$ cat src/verilog/priv_macros.svh
`ifndef PRIV_MACROS_SVH
`define PRIV_MACROS_SVH

// data path width
`define XLEN 32

// machine-mode csr addresses
`define CSR_MSTATUS  12'h300
`define CSR_MISA     12'h301
`define CSR_MIE      12'h304
`define CSR_MTVEC    12'h305
`define CSR_MSCRATCH 12'h340
`define CSR_MEPC     12'h341
`define CSR_MCAUSE   12'h342
`define CSR_MTVAL    12'h343
`define CSR_MHARTID  12'hf14

// mstatus bit positions, mpp is two bits wide from MPP_LO
`define MSTATUS_MIE    3
`define MSTATUS_MPIE   7
`define MSTATUS_MPP_LO 11

// only the machine software, timer and external enables exist
`define MIE_MASK 32'h0000_0888

// mxl = 1 (rv32), extensions i and u
`define MISA_VALUE 32'h4010_0100

// synchronous exception codes
`define CAUSE_ILLEGAL 5'd2
`define CAUSE_BREAK   5'd3
`define CAUSE_ECALL_U 5'd8
`define CAUSE_ECALL_M 5'd11

`define OPC_SYSTEM 7'b1110011

`endif

$ cat src/verilog/isa_pkg.sv
`default_nettype none
`include "priv_macros.svh"

package isa_pkg;

   // i-type layout of the six csr instructions
   // rs1 doubles as the 5-bit zero-extended immediate
   typedef struct packed {
      logic [11:0] csr;
      logic [4:0]  rs1;
      logic [2:0]  funct3;
      logic [4:0]  rd;
      logic [6:0]  opcode;
   } csr_fmt_t;

   // r-type layout, ecall / ebreak / mret are told apart by funct7 and rs2
   typedef struct packed {
      logic [6:0] funct7;
      logic [4:0] rs2;
      logic [4:0] rs1;
      logic [2:0] funct3;
      logic [4:0] rd;
      logic [6:0] opcode;
   } priv_fmt_t;

   // same 32-bit word, two readings
   typedef union packed {
      csr_fmt_t  csr_view;
      priv_fmt_t priv_view;
   } instr_word_u;

   // immediate csr forms fold onto the register forms
   typedef enum logic [3:0] {
      OP_CSRRW,
      OP_CSRRS,
      OP_CSRRC,
      OP_ECALL,
      OP_EBREAK,
      OP_MRET,
      OP_ILLEGAL
   } sys_op_t;

endpackage
`default_nettype wire

$ cat src/verilog/csr_pkg.sv
`default_nettype none
`include "priv_macros.svh"

package csr_pkg;

   // only user and machine mode exist, encodings follow mstatus.mpp
   typedef enum logic [1:0] {
      MODE_U = 2'd0,
      MODE_M = 2'd3
   } priv_mode_t;

   // 12-bit csr number from the instruction
   // bits 11:10 both set marks a read-only csr
   typedef logic [11:0] csr_addr_t;

   // exception code as held in mcause, no interrupt bit
   typedef logic [4:0] cause_t;

endpackage
`default_nettype wire

$ cat src/verilog/sys_decode.sv
`default_nettype none
`include "priv_macros.svh"

module sys_decode (
   input  wire                       clk,
   input  wire                       rstn,
   input  wire                       instr_valid,
   input  wire isa_pkg::instr_word_u instr_word,
   input  wire [`XLEN-1:0]           instr_pc,
   input  wire [`XLEN-1:0]           rs1_value,
   output logic                      dec_valid,
   output isa_pkg::sys_op_t          dec_op,
   output csr_pkg::csr_addr_t        dec_csr,
   output logic [4:0]                dec_rd,
   output logic [`XLEN-1:0]          dec_operand,
   output logic                      dec_csr_write,
   output logic [`XLEN-1:0]          dec_pc,
   output logic [`XLEN-1:0]          dec_word
);
   import isa_pkg::*;

   csr_fmt_t         csr_view;
   priv_fmt_t        priv_view;
   sys_op_t          op;
   logic             csr_form;
   logic             csr_write;
   logic [`XLEN-1:0] operand;

   assign csr_view  = instr_word.csr_view;
   assign priv_view = instr_word.priv_view;

   //////////////////////////////////////////////////
   // classify
   always_comb begin
      op = OP_ILLEGAL;
      if (csr_view.opcode == `OPC_SYSTEM) begin
         case (csr_view.funct3)
            3'b001, 3'b101: op = OP_CSRRW;
            3'b010, 3'b110: op = OP_CSRRS;
            3'b011, 3'b111: op = OP_CSRRC;
            3'b000: begin
               // privileged forms need rd and rs1 zero
               if (priv_view.rd == 5'd0 && priv_view.rs1 == 5'd0) begin
                  if (priv_view.funct7 == 7'b0000000 && priv_view.rs2 == 5'd0) begin
                     op = OP_ECALL;
                  end else if (priv_view.funct7 == 7'b0000000 && priv_view.rs2 == 5'd1) begin
                     op = OP_EBREAK;
                  end else if (priv_view.funct7 == 7'b0011000 && priv_view.rs2 == 5'd2) begin
                     op = OP_MRET;
                  end
               end
            end
            default: op = OP_ILLEGAL;
         endcase
      end
   end

   assign csr_form = (op == OP_CSRRW) || (op == OP_CSRRS) || (op == OP_CSRRC);

   // funct3[2] picks the immediate forms
   assign operand = csr_view.funct3[2] ? {{(`XLEN-5){1'b0}}, csr_view.rs1} : rs1_value;

   // set/clear with x0 or zero imm is a pure read
   assign csr_write = csr_form && ((op == OP_CSRRW) || (csr_view.rs1 != 5'd0));

   //////////////////////////////////////////////////
   // stage register
   always_ff @(posedge clk) begin
      if (rstn) begin
         dec_valid <= 1'b0;
      end else begin
         dec_valid <= instr_valid;
      end
   end

   always_ff @(posedge clk) begin
      if (instr_valid) begin
         dec_op        <= op;
         dec_csr       <= csr_view.csr;
         dec_rd        <= csr_view.rd;
         dec_operand   <= operand;
         dec_csr_write <= csr_write;
         dec_pc        <= instr_pc;
         dec_word      <= instr_word;
      end
   end

endmodule
`default_nettype wire

$ cat src/verilog/csr_execute.sv
`default_nettype none
`include "priv_macros.svh"

module csr_execute (
   input  wire                     clk,
   input  wire                     rstn,
   input  wire                     dec_valid,
   input  wire isa_pkg::sys_op_t   dec_op,
   input  wire csr_pkg::csr_addr_t dec_csr,
   input  wire [4:0]               dec_rd,
   input  wire [`XLEN-1:0]         dec_operand,
   input  wire                     dec_csr_write,
   input  wire [`XLEN-1:0]         dec_pc,
   input  wire [`XLEN-1:0]         dec_word,
   output logic                    ex_valid,
   output logic [4:0]              ex_rd,
   output logic [`XLEN-1:0]        ex_old_value,
   output logic                    ex_trap,
   output logic [`XLEN-1:0]        ex_target,
   output csr_pkg::priv_mode_t     cpu_mode
);
   import isa_pkg::*;
   import csr_pkg::*;

   // csr file, mstatus kept as its three live fields
   logic             mstatus_mie;
   logic             mstatus_mpie;
   priv_mode_t       mstatus_mpp;
   logic [`XLEN-1:0] mie;
   logic [`XLEN-1:0] mtvec;
   logic [`XLEN-1:0] mscratch;
   logic [`XLEN-1:0] mepc;
   cause_t           mcause;
   logic [`XLEN-1:0] mtval;

   logic [`XLEN-1:0] mstatus_value;
   logic [`XLEN-1:0] csr_rdata;
   logic [`XLEN-1:0] csr_wdata;
   logic             csr_known;
   logic             csr_op;
   logic             csr_legal;
   logic             illegal;
   logic             take_trap;
   logic             do_mret;
   logic             do_write;
   cause_t           trap_cause;

   always_comb begin
      mstatus_value = '0;
      mstatus_value[`MSTATUS_MIE]       = mstatus_mie;
      mstatus_value[`MSTATUS_MPIE]      = mstatus_mpie;
      mstatus_value[`MSTATUS_MPP_LO+:2] = mstatus_mpp;
   end

   //////////////////////////////////////////////////
   // read side and legality
   always_comb begin
      csr_known = 1'b1;
      csr_rdata = '0;
      case (dec_csr)
         `CSR_MSTATUS:  csr_rdata = mstatus_value;
         `CSR_MISA:     csr_rdata = `MISA_VALUE;
         `CSR_MIE:      csr_rdata = mie;
         `CSR_MTVEC:    csr_rdata = mtvec;
         `CSR_MSCRATCH: csr_rdata = mscratch;
         `CSR_MEPC:     csr_rdata = mepc;
         `CSR_MCAUSE:   csr_rdata = {{(`XLEN-5){1'b0}}, mcause};
         `CSR_MTVAL:    csr_rdata = mtval;
         // single hart, id 0
         `CSR_MHARTID:  csr_rdata = '0;
         default:       csr_known = 1'b0;
      endcase
   end

   assign csr_op    = (dec_op == OP_CSRRW) || (dec_op == OP_CSRRS) || (dec_op == OP_CSRRC);
   assign csr_legal = csr_known && (cpu_mode == MODE_M) && !(&dec_csr[11:10] && dec_csr_write);

   // mret outside M is illegal as well
   assign illegal = (dec_op == OP_ILLEGAL) || (csr_op && !csr_legal) ||
                    ((dec_op == OP_MRET) && (cpu_mode != MODE_M));

   assign take_trap = dec_valid && (illegal || (dec_op == OP_ECALL) || (dec_op == OP_EBREAK));
   assign do_mret   = dec_valid && (dec_op == OP_MRET) && (cpu_mode == MODE_M);
   assign do_write  = dec_valid && csr_op && csr_legal && dec_csr_write;

   always_comb begin
      if (illegal) begin
         trap_cause = `CAUSE_ILLEGAL;
      end else if (dec_op == OP_EBREAK) begin
         trap_cause = `CAUSE_BREAK;
      end else if (cpu_mode == MODE_U) begin
         trap_cause = `CAUSE_ECALL_U;
      end else begin
         trap_cause = `CAUSE_ECALL_M;
      end
   end

   // read-modify-write
   always_comb begin
      case (dec_op)
         OP_CSRRS: csr_wdata = csr_rdata | dec_operand;
         OP_CSRRC: csr_wdata = csr_rdata & ~dec_operand;
         default:  csr_wdata = dec_operand;
      endcase
   end

   //////////////////////////////////////////////////
   // state update
   always_ff @(posedge clk) begin
      if (rstn) begin
         cpu_mode     <= MODE_M;
         mstatus_mie  <= 1'b0;
         mstatus_mpie <= 1'b0;
         mstatus_mpp  <= MODE_U;
         mie          <= '0;
         mtvec        <= '0;
         mscratch     <= '0;
         mepc         <= '0;
         mcause       <= '0;
         mtval        <= '0;
      end else if (take_trap) begin
         mepc         <= dec_pc;
         mcause       <= trap_cause;
         mtval        <= illegal ? dec_word : '0;
         mstatus_mpie <= mstatus_mie;
         mstatus_mie  <= 1'b0;
         mstatus_mpp  <= cpu_mode;
         cpu_mode     <= MODE_M;
      end else if (do_mret) begin
         cpu_mode     <= mstatus_mpp;
         mstatus_mie  <= mstatus_mpie;
         mstatus_mpie <= 1'b1;
         mstatus_mpp  <= MODE_U;
      end else if (do_write) begin
         case (dec_csr)
            `CSR_MSTATUS: begin
               mstatus_mie  <= csr_wdata[`MSTATUS_MIE];
               mstatus_mpie <= csr_wdata[`MSTATUS_MPIE];
               // warl, anything but 11 reads back as U
               mstatus_mpp  <= (csr_wdata[`MSTATUS_MPP_LO+:2] == 2'b11) ? MODE_M : MODE_U;
            end
            `CSR_MIE:      mie      <= csr_wdata & `MIE_MASK;
            `CSR_MTVEC:    mtvec    <= {csr_wdata[`XLEN-1:2], 2'b00};
            `CSR_MSCRATCH: mscratch <= csr_wdata;
            `CSR_MEPC:     mepc     <= {csr_wdata[`XLEN-1:2], 2'b00};
            `CSR_MCAUSE:   mcause   <= csr_wdata[4:0];
            `CSR_MTVAL:    mtval    <= csr_wdata;
            default: ;
         endcase
      end
   end

   always_ff @(posedge clk) begin
      if (rstn) begin
         ex_valid <= 1'b0;
      end else begin
         ex_valid <= dec_valid;
      end
   end

   // ex_trap covers mret too, any change of flow
   always_ff @(posedge clk) begin
      if (dec_valid) begin
         ex_rd        <= dec_rd;
         ex_old_value <= csr_rdata;
         ex_trap      <= take_trap || do_mret;
         ex_target    <= take_trap ? mtvec : mepc;
      end
   end

endmodule
`default_nettype wire

$ cat src/verilog/sys_result.sv
`default_nettype none
`include "priv_macros.svh"

module sys_result (
   input  wire               clk,
   input  wire               rstn,
   input  wire               ex_valid,
   input  wire [4:0]         ex_rd,
   input  wire [`XLEN-1:0]   ex_old_value,
   input  wire               ex_trap,
   input  wire [`XLEN-1:0]   ex_target,
   output logic              result_valid,
   output logic              rd_write,
   output logic [4:0]        rd_addr,
   output logic [`XLEN-1:0]  rd_data,
   output logic              redirect,
   output logic [`XLEN-1:0]  redirect_pc
);

   logic write_ok;

   // only a completed csr op with rd != x0 writes back
   assign write_ok = ex_valid && !ex_trap && (ex_rd != 5'd0);

   always_ff @(posedge clk) begin
      if (rstn) begin
         result_valid <= 1'b0;
         rd_write     <= 1'b0;
         redirect     <= 1'b0;
      end else begin
         result_valid <= ex_valid;
         rd_write     <= write_ok;
         redirect     <= ex_valid && ex_trap;
      end
   end

   always_ff @(posedge clk) begin
      if (ex_valid) begin
         rd_addr     <= ex_rd;
         rd_data     <= ex_old_value;
         redirect_pc <= ex_target;
      end
   end

endmodule
`default_nettype wire

$ cat src/verilog/sys_unit_top.sv
`default_nettype none
`include "priv_macros.svh"

module sys_unit_top (
   input  wire                       clk,
   input  wire                       rstn,
   input  wire                       instr_valid,
   input  wire isa_pkg::instr_word_u instr_word,
   input  wire [`XLEN-1:0]           instr_pc,
   input  wire [`XLEN-1:0]           rs1_value,
   output wire                       result_valid,
   output wire                       rd_write,
   output wire [4:0]                 rd_addr,
   output wire [`XLEN-1:0]           rd_data,
   output wire                       redirect,
   output wire [`XLEN-1:0]           redirect_pc,
   output wire csr_pkg::priv_mode_t  cpu_mode
);
   import isa_pkg::*;
   import csr_pkg::*;

   // decode -> execute
   wire                   dec_valid;
   wire sys_op_t          dec_op;
   wire csr_addr_t        dec_csr;
   wire [4:0]             dec_rd;
   wire [`XLEN-1:0]       dec_operand;
   wire                   dec_csr_write;
   wire [`XLEN-1:0]       dec_pc;
   wire [`XLEN-1:0]       dec_word;

   // execute -> result
   wire                   ex_valid;
   wire [4:0]             ex_rd;
   wire [`XLEN-1:0]       ex_old_value;
   wire                   ex_trap;
   wire [`XLEN-1:0]       ex_target;

   sys_decode u_decode (
      .clk           (clk),
      .rstn          (rstn),
      .instr_valid   (instr_valid),
      .instr_word    (instr_word),
      .instr_pc      (instr_pc),
      .rs1_value     (rs1_value),
      .dec_valid     (dec_valid),
      .dec_op        (dec_op),
      .dec_csr       (dec_csr),
      .dec_rd        (dec_rd),
      .dec_operand   (dec_operand),
      .dec_csr_write (dec_csr_write),
      .dec_pc        (dec_pc),
      .dec_word      (dec_word)
   );

   csr_execute u_execute (
      .clk           (clk),
      .rstn          (rstn),
      .dec_valid     (dec_valid),
      .dec_op        (dec_op),
      .dec_csr       (dec_csr),
      .dec_rd        (dec_rd),
      .dec_operand   (dec_operand),
      .dec_csr_write (dec_csr_write),
      .dec_pc        (dec_pc),
      .dec_word      (dec_word),
      .ex_valid      (ex_valid),
      .ex_rd         (ex_rd),
      .ex_old_value  (ex_old_value),
      .ex_trap       (ex_trap),
      .ex_target     (ex_target),
      .cpu_mode      (cpu_mode)
   );

   sys_result u_result (
      .clk           (clk),
      .rstn          (rstn),
      .ex_valid      (ex_valid),
      .ex_rd         (ex_rd),
      .ex_old_value  (ex_old_value),
      .ex_trap       (ex_trap),
      .ex_target     (ex_target),
      .result_valid  (result_valid),
      .rd_write      (rd_write),
      .rd_addr       (rd_addr),
      .rd_data       (rd_data),
      .redirect      (redirect),
      .redirect_pc   (redirect_pc)
   );

endmodule
`default_nettype wire

$ cat config.mk
export PLATFORM = sky130hd
export DESIGN_NAME = sys_unit_top
export DESIGN_NICKNAME = d
export VERILOG_FILES = /design/src/verilog/isa_pkg.sv /design/src/verilog/csr_pkg.sv /design/src/verilog/sys_decode.sv /design/src/verilog/csr_execute.sv /design/src/verilog/sys_result.sv /design/src/verilog/sys_unit_top.sv
export VERILOG_INCLUDE_DIRS = /design/src /design/src/verilog
export SDC_FILE = /design/constraint.sdc
export NUM_CORES = 1
export LEC_CHECK = 0
export ABC_AREA = 1
export BUFFER_PORTS_ARGS = -buffer_cell sky130_fd_sc_hd__clkbuf_2
export CAP_MARGIN = 20
export CORE_ASPECT_RATIO = 1.5
export CORE_MARGIN = 8
export CORE_UTILIZATION = 30
export DETAILED_ROUTE_END_ITERATION = 16
export PLACE_DENSITY = 0.57
export SYNTH_ARGS = -nofsm -noshare
export SYNTH_HDL_FRONTEND = slang
export SYNTH_SLANG_ARGS = --single-unit
$ cat constraint.sdc
create_clock -name clk -period 4.77 [get_ports clk]
set_input_delay 0.2385 -clock clk [delete_from_list [all_inputs] [get_ports clk]]
set_output_delay 0.2385 -clock clk [all_outputs]
set_load 0.05 [all_outputs]
**Word-level counts from Yosys, hierarchy flattened**

Cells that the tools add are included.

- Register bits: 402
- Input port bits: 99
- Output and inout port bits: 74
- Word-level logic and storage cells: 170

- Eq/ne operators: 31
- Multiplexer cells: 39
- Bitwise operators: 5
- Reduce and logical (&&, ||, !) cells: 64

Operators by type and width:

| operator | number |
|---|---|
| 32-bit 2-to-1 mux | 10 |
| 32-bit one-hot mux with 8 select lines | 1 |
| 12-bit by 10-bit equality test with 1-bit output (second input constant) | 8 |
| 32-bit one-hot mux with 2 select lines | 1 |
| 5-bit 2-to-1 mux | 7 |
| 32-bit bitwise AND | 1 |
| 32-bit NOT | 1 |
| 32-bit bitwise OR | 1 |
| 1-bit logical AND | 19 |
| 4-bit 2-to-1 mux | 4 |
| 4-bit one-hot mux with 4 select lines | 1 |
| 5-bit logical NOT | 3 |
| 2-bit 2-to-1 mux | 7 |
| 12-bit equality test (second input constant) | 1 |
| 4-bit by 2-bit equality test with 1-bit output (second input constant) | 3 |
| 4-bit by 3-bit equality test with 1-bit output (second input constant) | 3 |
| 4-bit AND reduction | 3 |
| 2-bit nonzero test | 6 |
| 1-bit logical OR | 10 |
| 5-bit nonzero test | 2 |
| 3-bit equality test (second input constant) | 3 |
| 3-bit AND reduction | 3 |
| 9-bit OR reduction | 1 |
| 4-bit by 1-bit equality test with 1-bit output (second input constant) | 2 |
| 19 further kinds | 38 |

**Logic depth before layout (Yosys ltp)**

- Word-level depth: 14
- Gate-level depth with buffers: 18

**Modules after synthesis**

From an unflattened synthesis, not the netlist that was laid out.

- Cell total of the unflattened synthesis: 1750
- Area, all modules: 16382.0 um^2

By module, submodules not included:

| module | instances | cells an instance | area each (um^2) | sequential area each (um^2) |
|---|---|---|---|---|
| csr_execute | 1 | 1401 | 10398.7 | 4924.7 |
| sys_decode | 1 | 266 | 3802.4 | 3022.9 |
| sys_result | 1 | 83 | 2180.8 | 2132.0 |

**Worst setup path before layout**

Ideal clock, no wire load.

- Kind: flip-flop to flip-flop
- Start point: reg u_decode.dec_valid
- End point: reg u_execute.mtval[22]
- Library setup time: 57 ps
- Arrival: 3155 ps
- Data required time: 4713 ps
- Slack: 1558 ps
- Stages on the path, launching flop included: 10
- Path through: dfxtp_1 -> clkbuf_1 -> and3_1 -> nand3_2 -> nor2_2 -> clkbuf_1 -> nand3_1 -> nand3_1 -> nand2_1 -> inv_1

- Cells in the longest elaborated chain, start to end: 5

RTL lines:

| what | RTL line | source |
|---|---|---|
| from (decl) | sys_decode.sv:11 | `output logic dec_valid,` |
| from (signal assigned) | sys_decode.sv:72 | `dec_valid <= instr_valid;` |
| 1-bit logical AND (3 in a row) | csr_execute.sv:84 | `assign do_write = dec_valid && csr_op && csr_legal && dec_csr_write;` |
| 2-bit nonzero test (no line) | n/a |  |
| 3-bit AND reduction (no line) | n/a |  |
| to (signal assigned) | csr_execute.sv:124 | `mtval <= illegal ? dec_word : '0;` |
| to (signal assigned) | csr_execute.sv:147 | `` `CSR_MTVAL: mtval <= csr_wdata; `` |
| to (decl) | csr_execute.sv:34 | `` logic [`XLEN-1:0] mtval; `` |

Several ways; a longest one is shown, not always the timed one.
A chain may end at the register's enable or synchronous reset.

==> impl_results.md <==
* Syn nets at 1837
* Non-Filler Instances at 2668
* Vias at 13000
* CP Launch Type: flip-flop
* Slew Limit Fails at 0
* Setup TNS at 0 ps
* Total grt overflow at 0
* Hold Path Class: in2reg
* GR Util All Layers at 0.164
* Post-synth top area share at 0.444
* CP max-delay cell: nand2_1
* Die width at 206 µm
* Cts bufs inserted at 36
* DR WL/cell at 19.2 µm
* Post-route DRC at 0
* Layout area overhead at 22.1%
* # setup viols final at 0
* 1st-pass router iterations at 6
* Hpwl dp at 36.0 mm
* Share of layout cells above drive strength 1 at 0.145
* Area of the multi-input gates at 4990 µm²
* Worst Hold Slack at 16.4 ps
* Ys Warns at 0
* Cell taking the most area after synthesis: edfxtp_1
* DRT Wirelength at 51.3 mm
* Register Area at 10100 µm²
* Mean area per synthesized cell at 9.31 µm²
* Mapped Area at 16200 µm²
* Async SR Flop Fraction at 0
* Largest net degree at the start of global routing at 151
* Vias in the first global route at 13000
* Antenna diodes at 0
* CTS tree: yes
* FF-to-FF Start: u_decode.dec_word[22]
* Max Buffers Root-to-Sink at 3
* Post-synthesis sequential area ratio at 0.623
* Cts repair resizes at 0
* Detail Route Antenna Nets at 0
* Post-synthesis cell count at 1738
* Final hold vios at 0
* Stages on worst setup path at 12
* CP delay by family, top: simple AND/OR/NAND/NOR gates
* Clk sinks at 384
* CP Max Fanout at 40
* Unique masters post-synth at 39
* Worst slew pin tran at 995 ps
* MaxCap Viol Count at 0
* CP bufs+invs at 3
* Worst setup endpoint: u_execute.mepc[10]
* PortBufs at 172
* CP startpoint: u_decode.dec_word[22]
* Synth Flop Type: edfxtp_1
* Worst Hold Depth at 3
* Global-route wire length before repair at 78.2 mm
* #FFs+latches synth at 384
* Finished Core Util at 0.369
* Starting Density at 0.303
* R2R depth at 12
* # IOs at 173
* # Post-CTS Setup Buffers at 0
* Critical path required time at 5210 ps
* Reg2reg setup slack at 1640 ps
* DP Cell Count at 2523
* Critical path cell sequence: nor2_2, nand3_1, nor2_1, nand2_1, nor2_1, buf_4, inv_1, nand2_1, buf_4, nand3_1, nand2_1, nor2_1
* Reg2reg end: u_execute.mepc[10]
* CTS Hold Bufs at 78
* Die area at 61800 µm²
* Hold_sp: rs1_value[20]
* DR iter-0 viols at 887
* Area contributors post-synth: edfxtp_1, dfxtp_1, nand2_1
* FMAX at 320 MHz
* Crit-path max cell delay at 550 ps
* Clk slew on worst S/H paths at 70 ps
* Nets at 2050
* Pwr dens at 375 nW/µm²
* Core area at 53500 µm²
* Tcrit/Tclk final at 0.656
* Vias/cell at 4.89
* Final Critical Period at 3130 ps
* Die height at 300 µm
* WP data arrival at 3570 ps
* Initial antenna violation count at 0
* Clk_skew at 21.0 ps
* FP Rows at 104
* RSZ-0062 raised after global routing: no
* Fillers at 5333
* Outcome: complete, no violations
* Worst vdd ir at 0.220 mV
* Crit. End Element: flip-flop
* LEAKAGE at 8.17 nW
* Clock latency on the worst-skew pair at 550 ps
* H-tree depth at 2
* Gpl congestion at 0.903
* WS Path Type: reg2reg
* Post-synth EDFFs at 239
* Slew headroom at 0.331
* CTS Root Cell: clkbuf_16
## routing by layer
layer / share of wire / vias up / global-route usage
li1: - / 6284 / -
met1: 0.41 / 6115 / 0.203
met2: 0.48 / 518 / 0.273
met3: 0.064 / 119 / 0.0253
met4: 0.046 / 0 / 0.0798
met5: 0 / - / 0
## cell type report
| type | instances | area share |
|---|---|---|
| multi-input cells | 1079 | 0.253 |
| flip-flops and latches | 384 | 0.511 |
| repair buffers | 273 | 0.0963 |
| inverters | 177 | 0.0336 |
| clock inverters | 24 | 0.0153 |
| clock buffers | 42 | 0.0478 |
| well taps | 689 | 0.0436 |
## synthesized netlist by cell type (2+ instances only)
master and count:
edfxtp_1 239, o211ai_1 4, buf_4 2, buf_1 4, buf_6 7, nand2_1 416, dfxtp_1 145, nand4_1 52
o22ai_1 6, o2111ai_1 19, nor2_2 5, nand3b_1 2, inv_1 166, nand2_2 5, buf_2 25, clkbuf_1 59
and3_1 2, a21oi_1 76, mux2_2 5, o21ai_1 5, nor2_4 4, nor4_1 6, nor3_1 4, inv_2 7
o21ai_0 95, clkinv_1 4, nor2_1 151, nor3b_1 2, nand3_1 211
## how the worst min path moves through the flow
stage | slack, ps | endpoint
2_1_floorplan | 340 | u_decode.dec_csr[11]
3_5_place_dp | 400 | u_result.redirect_pc[14]
6_report | 20 | u_decode.dec_operand[20]
4_1_cts | 2 | u_decode.dec_operand[20]
3_3_place_gp | 400 | u_result.redirect_pc[23]
5_1_grt | 20 | u_decode.dec_operand[12]
## stage by stage
step / cell area, µm² / power [mW] / worst slack [ps]
floorplan: 16200 / 4.13 / 1560
global placement: 17600 / 4.34 / 1750
detailed placement: 17700 / 4.36 / 1720
CTS: 19700 / 7.50 / 1720
global route: 19800 / 7.67 / 1370
finish: 19800 / 7.41 / 1640
## worst min-delay path, stage by stage
cell and delay (ps):
clkbuf_2 80, inv_1 30, nor2_1 80
## cell families after synthesis
kind of cell	share of synthesized area
AOI/OAI and AO/OA	0.0718
buffers and inverters	0.0701
DFF	0.623
muxes	0.00348
and+or+nand+nor	0.232
## flip-flops by register name, summed over array words and instances, names as in the netlist, 32 cells and up
| register | count |
|---|---|
| u_decode.dec_operand | 32 |
| u_result.rd_data | 32 |
| u_result.redirect_pc | 32 |
| u_decode.dec_pc | 32 |
| u_execute.ex_target | 32 |
| u_execute.ex_old_value | 32 |
| u_execute.mscratch | 32 |
| u_execute.mtval | 32 |
| u_execute.mepc | 32 |
## where the power goes
part | switching [mW] | internal (mW) | total, mW
Sequential | 0.0783 | 3.67 | 3.75
Clock | 1.32 | 1.77 | 3.08
Combinational | 0.398 | 0.183 | 0.580
## placed cells by master (no fill, tap or decap), types with 3 or more instances in the layout
cell type	count
clkinv_4	4
clkinvlp_4	3
a21oi_1	76
clkbuf_2	171
nor2_1	149
o22ai_1	6
nor3_1	4
inv_6	3
buf_4	19
nand3_1	211
nand4_1	52
bufinv_16	6
nand2_2	4
buf_16	3
o21ai_1	5
mux2_2	5
nor2_2	4
o21ai_0	95
edfxtp_1	239
clkinv_1	6
nand2_1	416
clkbuf_1	5
o2111ai_1	19
inv_2	8
inv_1	165
o211ai_1	4
dfxtp_1	143
clkbuf_16	37
nor2_4	7
clkinv_2	6
nor4_1	6
dlygate4sd3_1	78
Note: power is estimated with default switching activity, not from simulation.
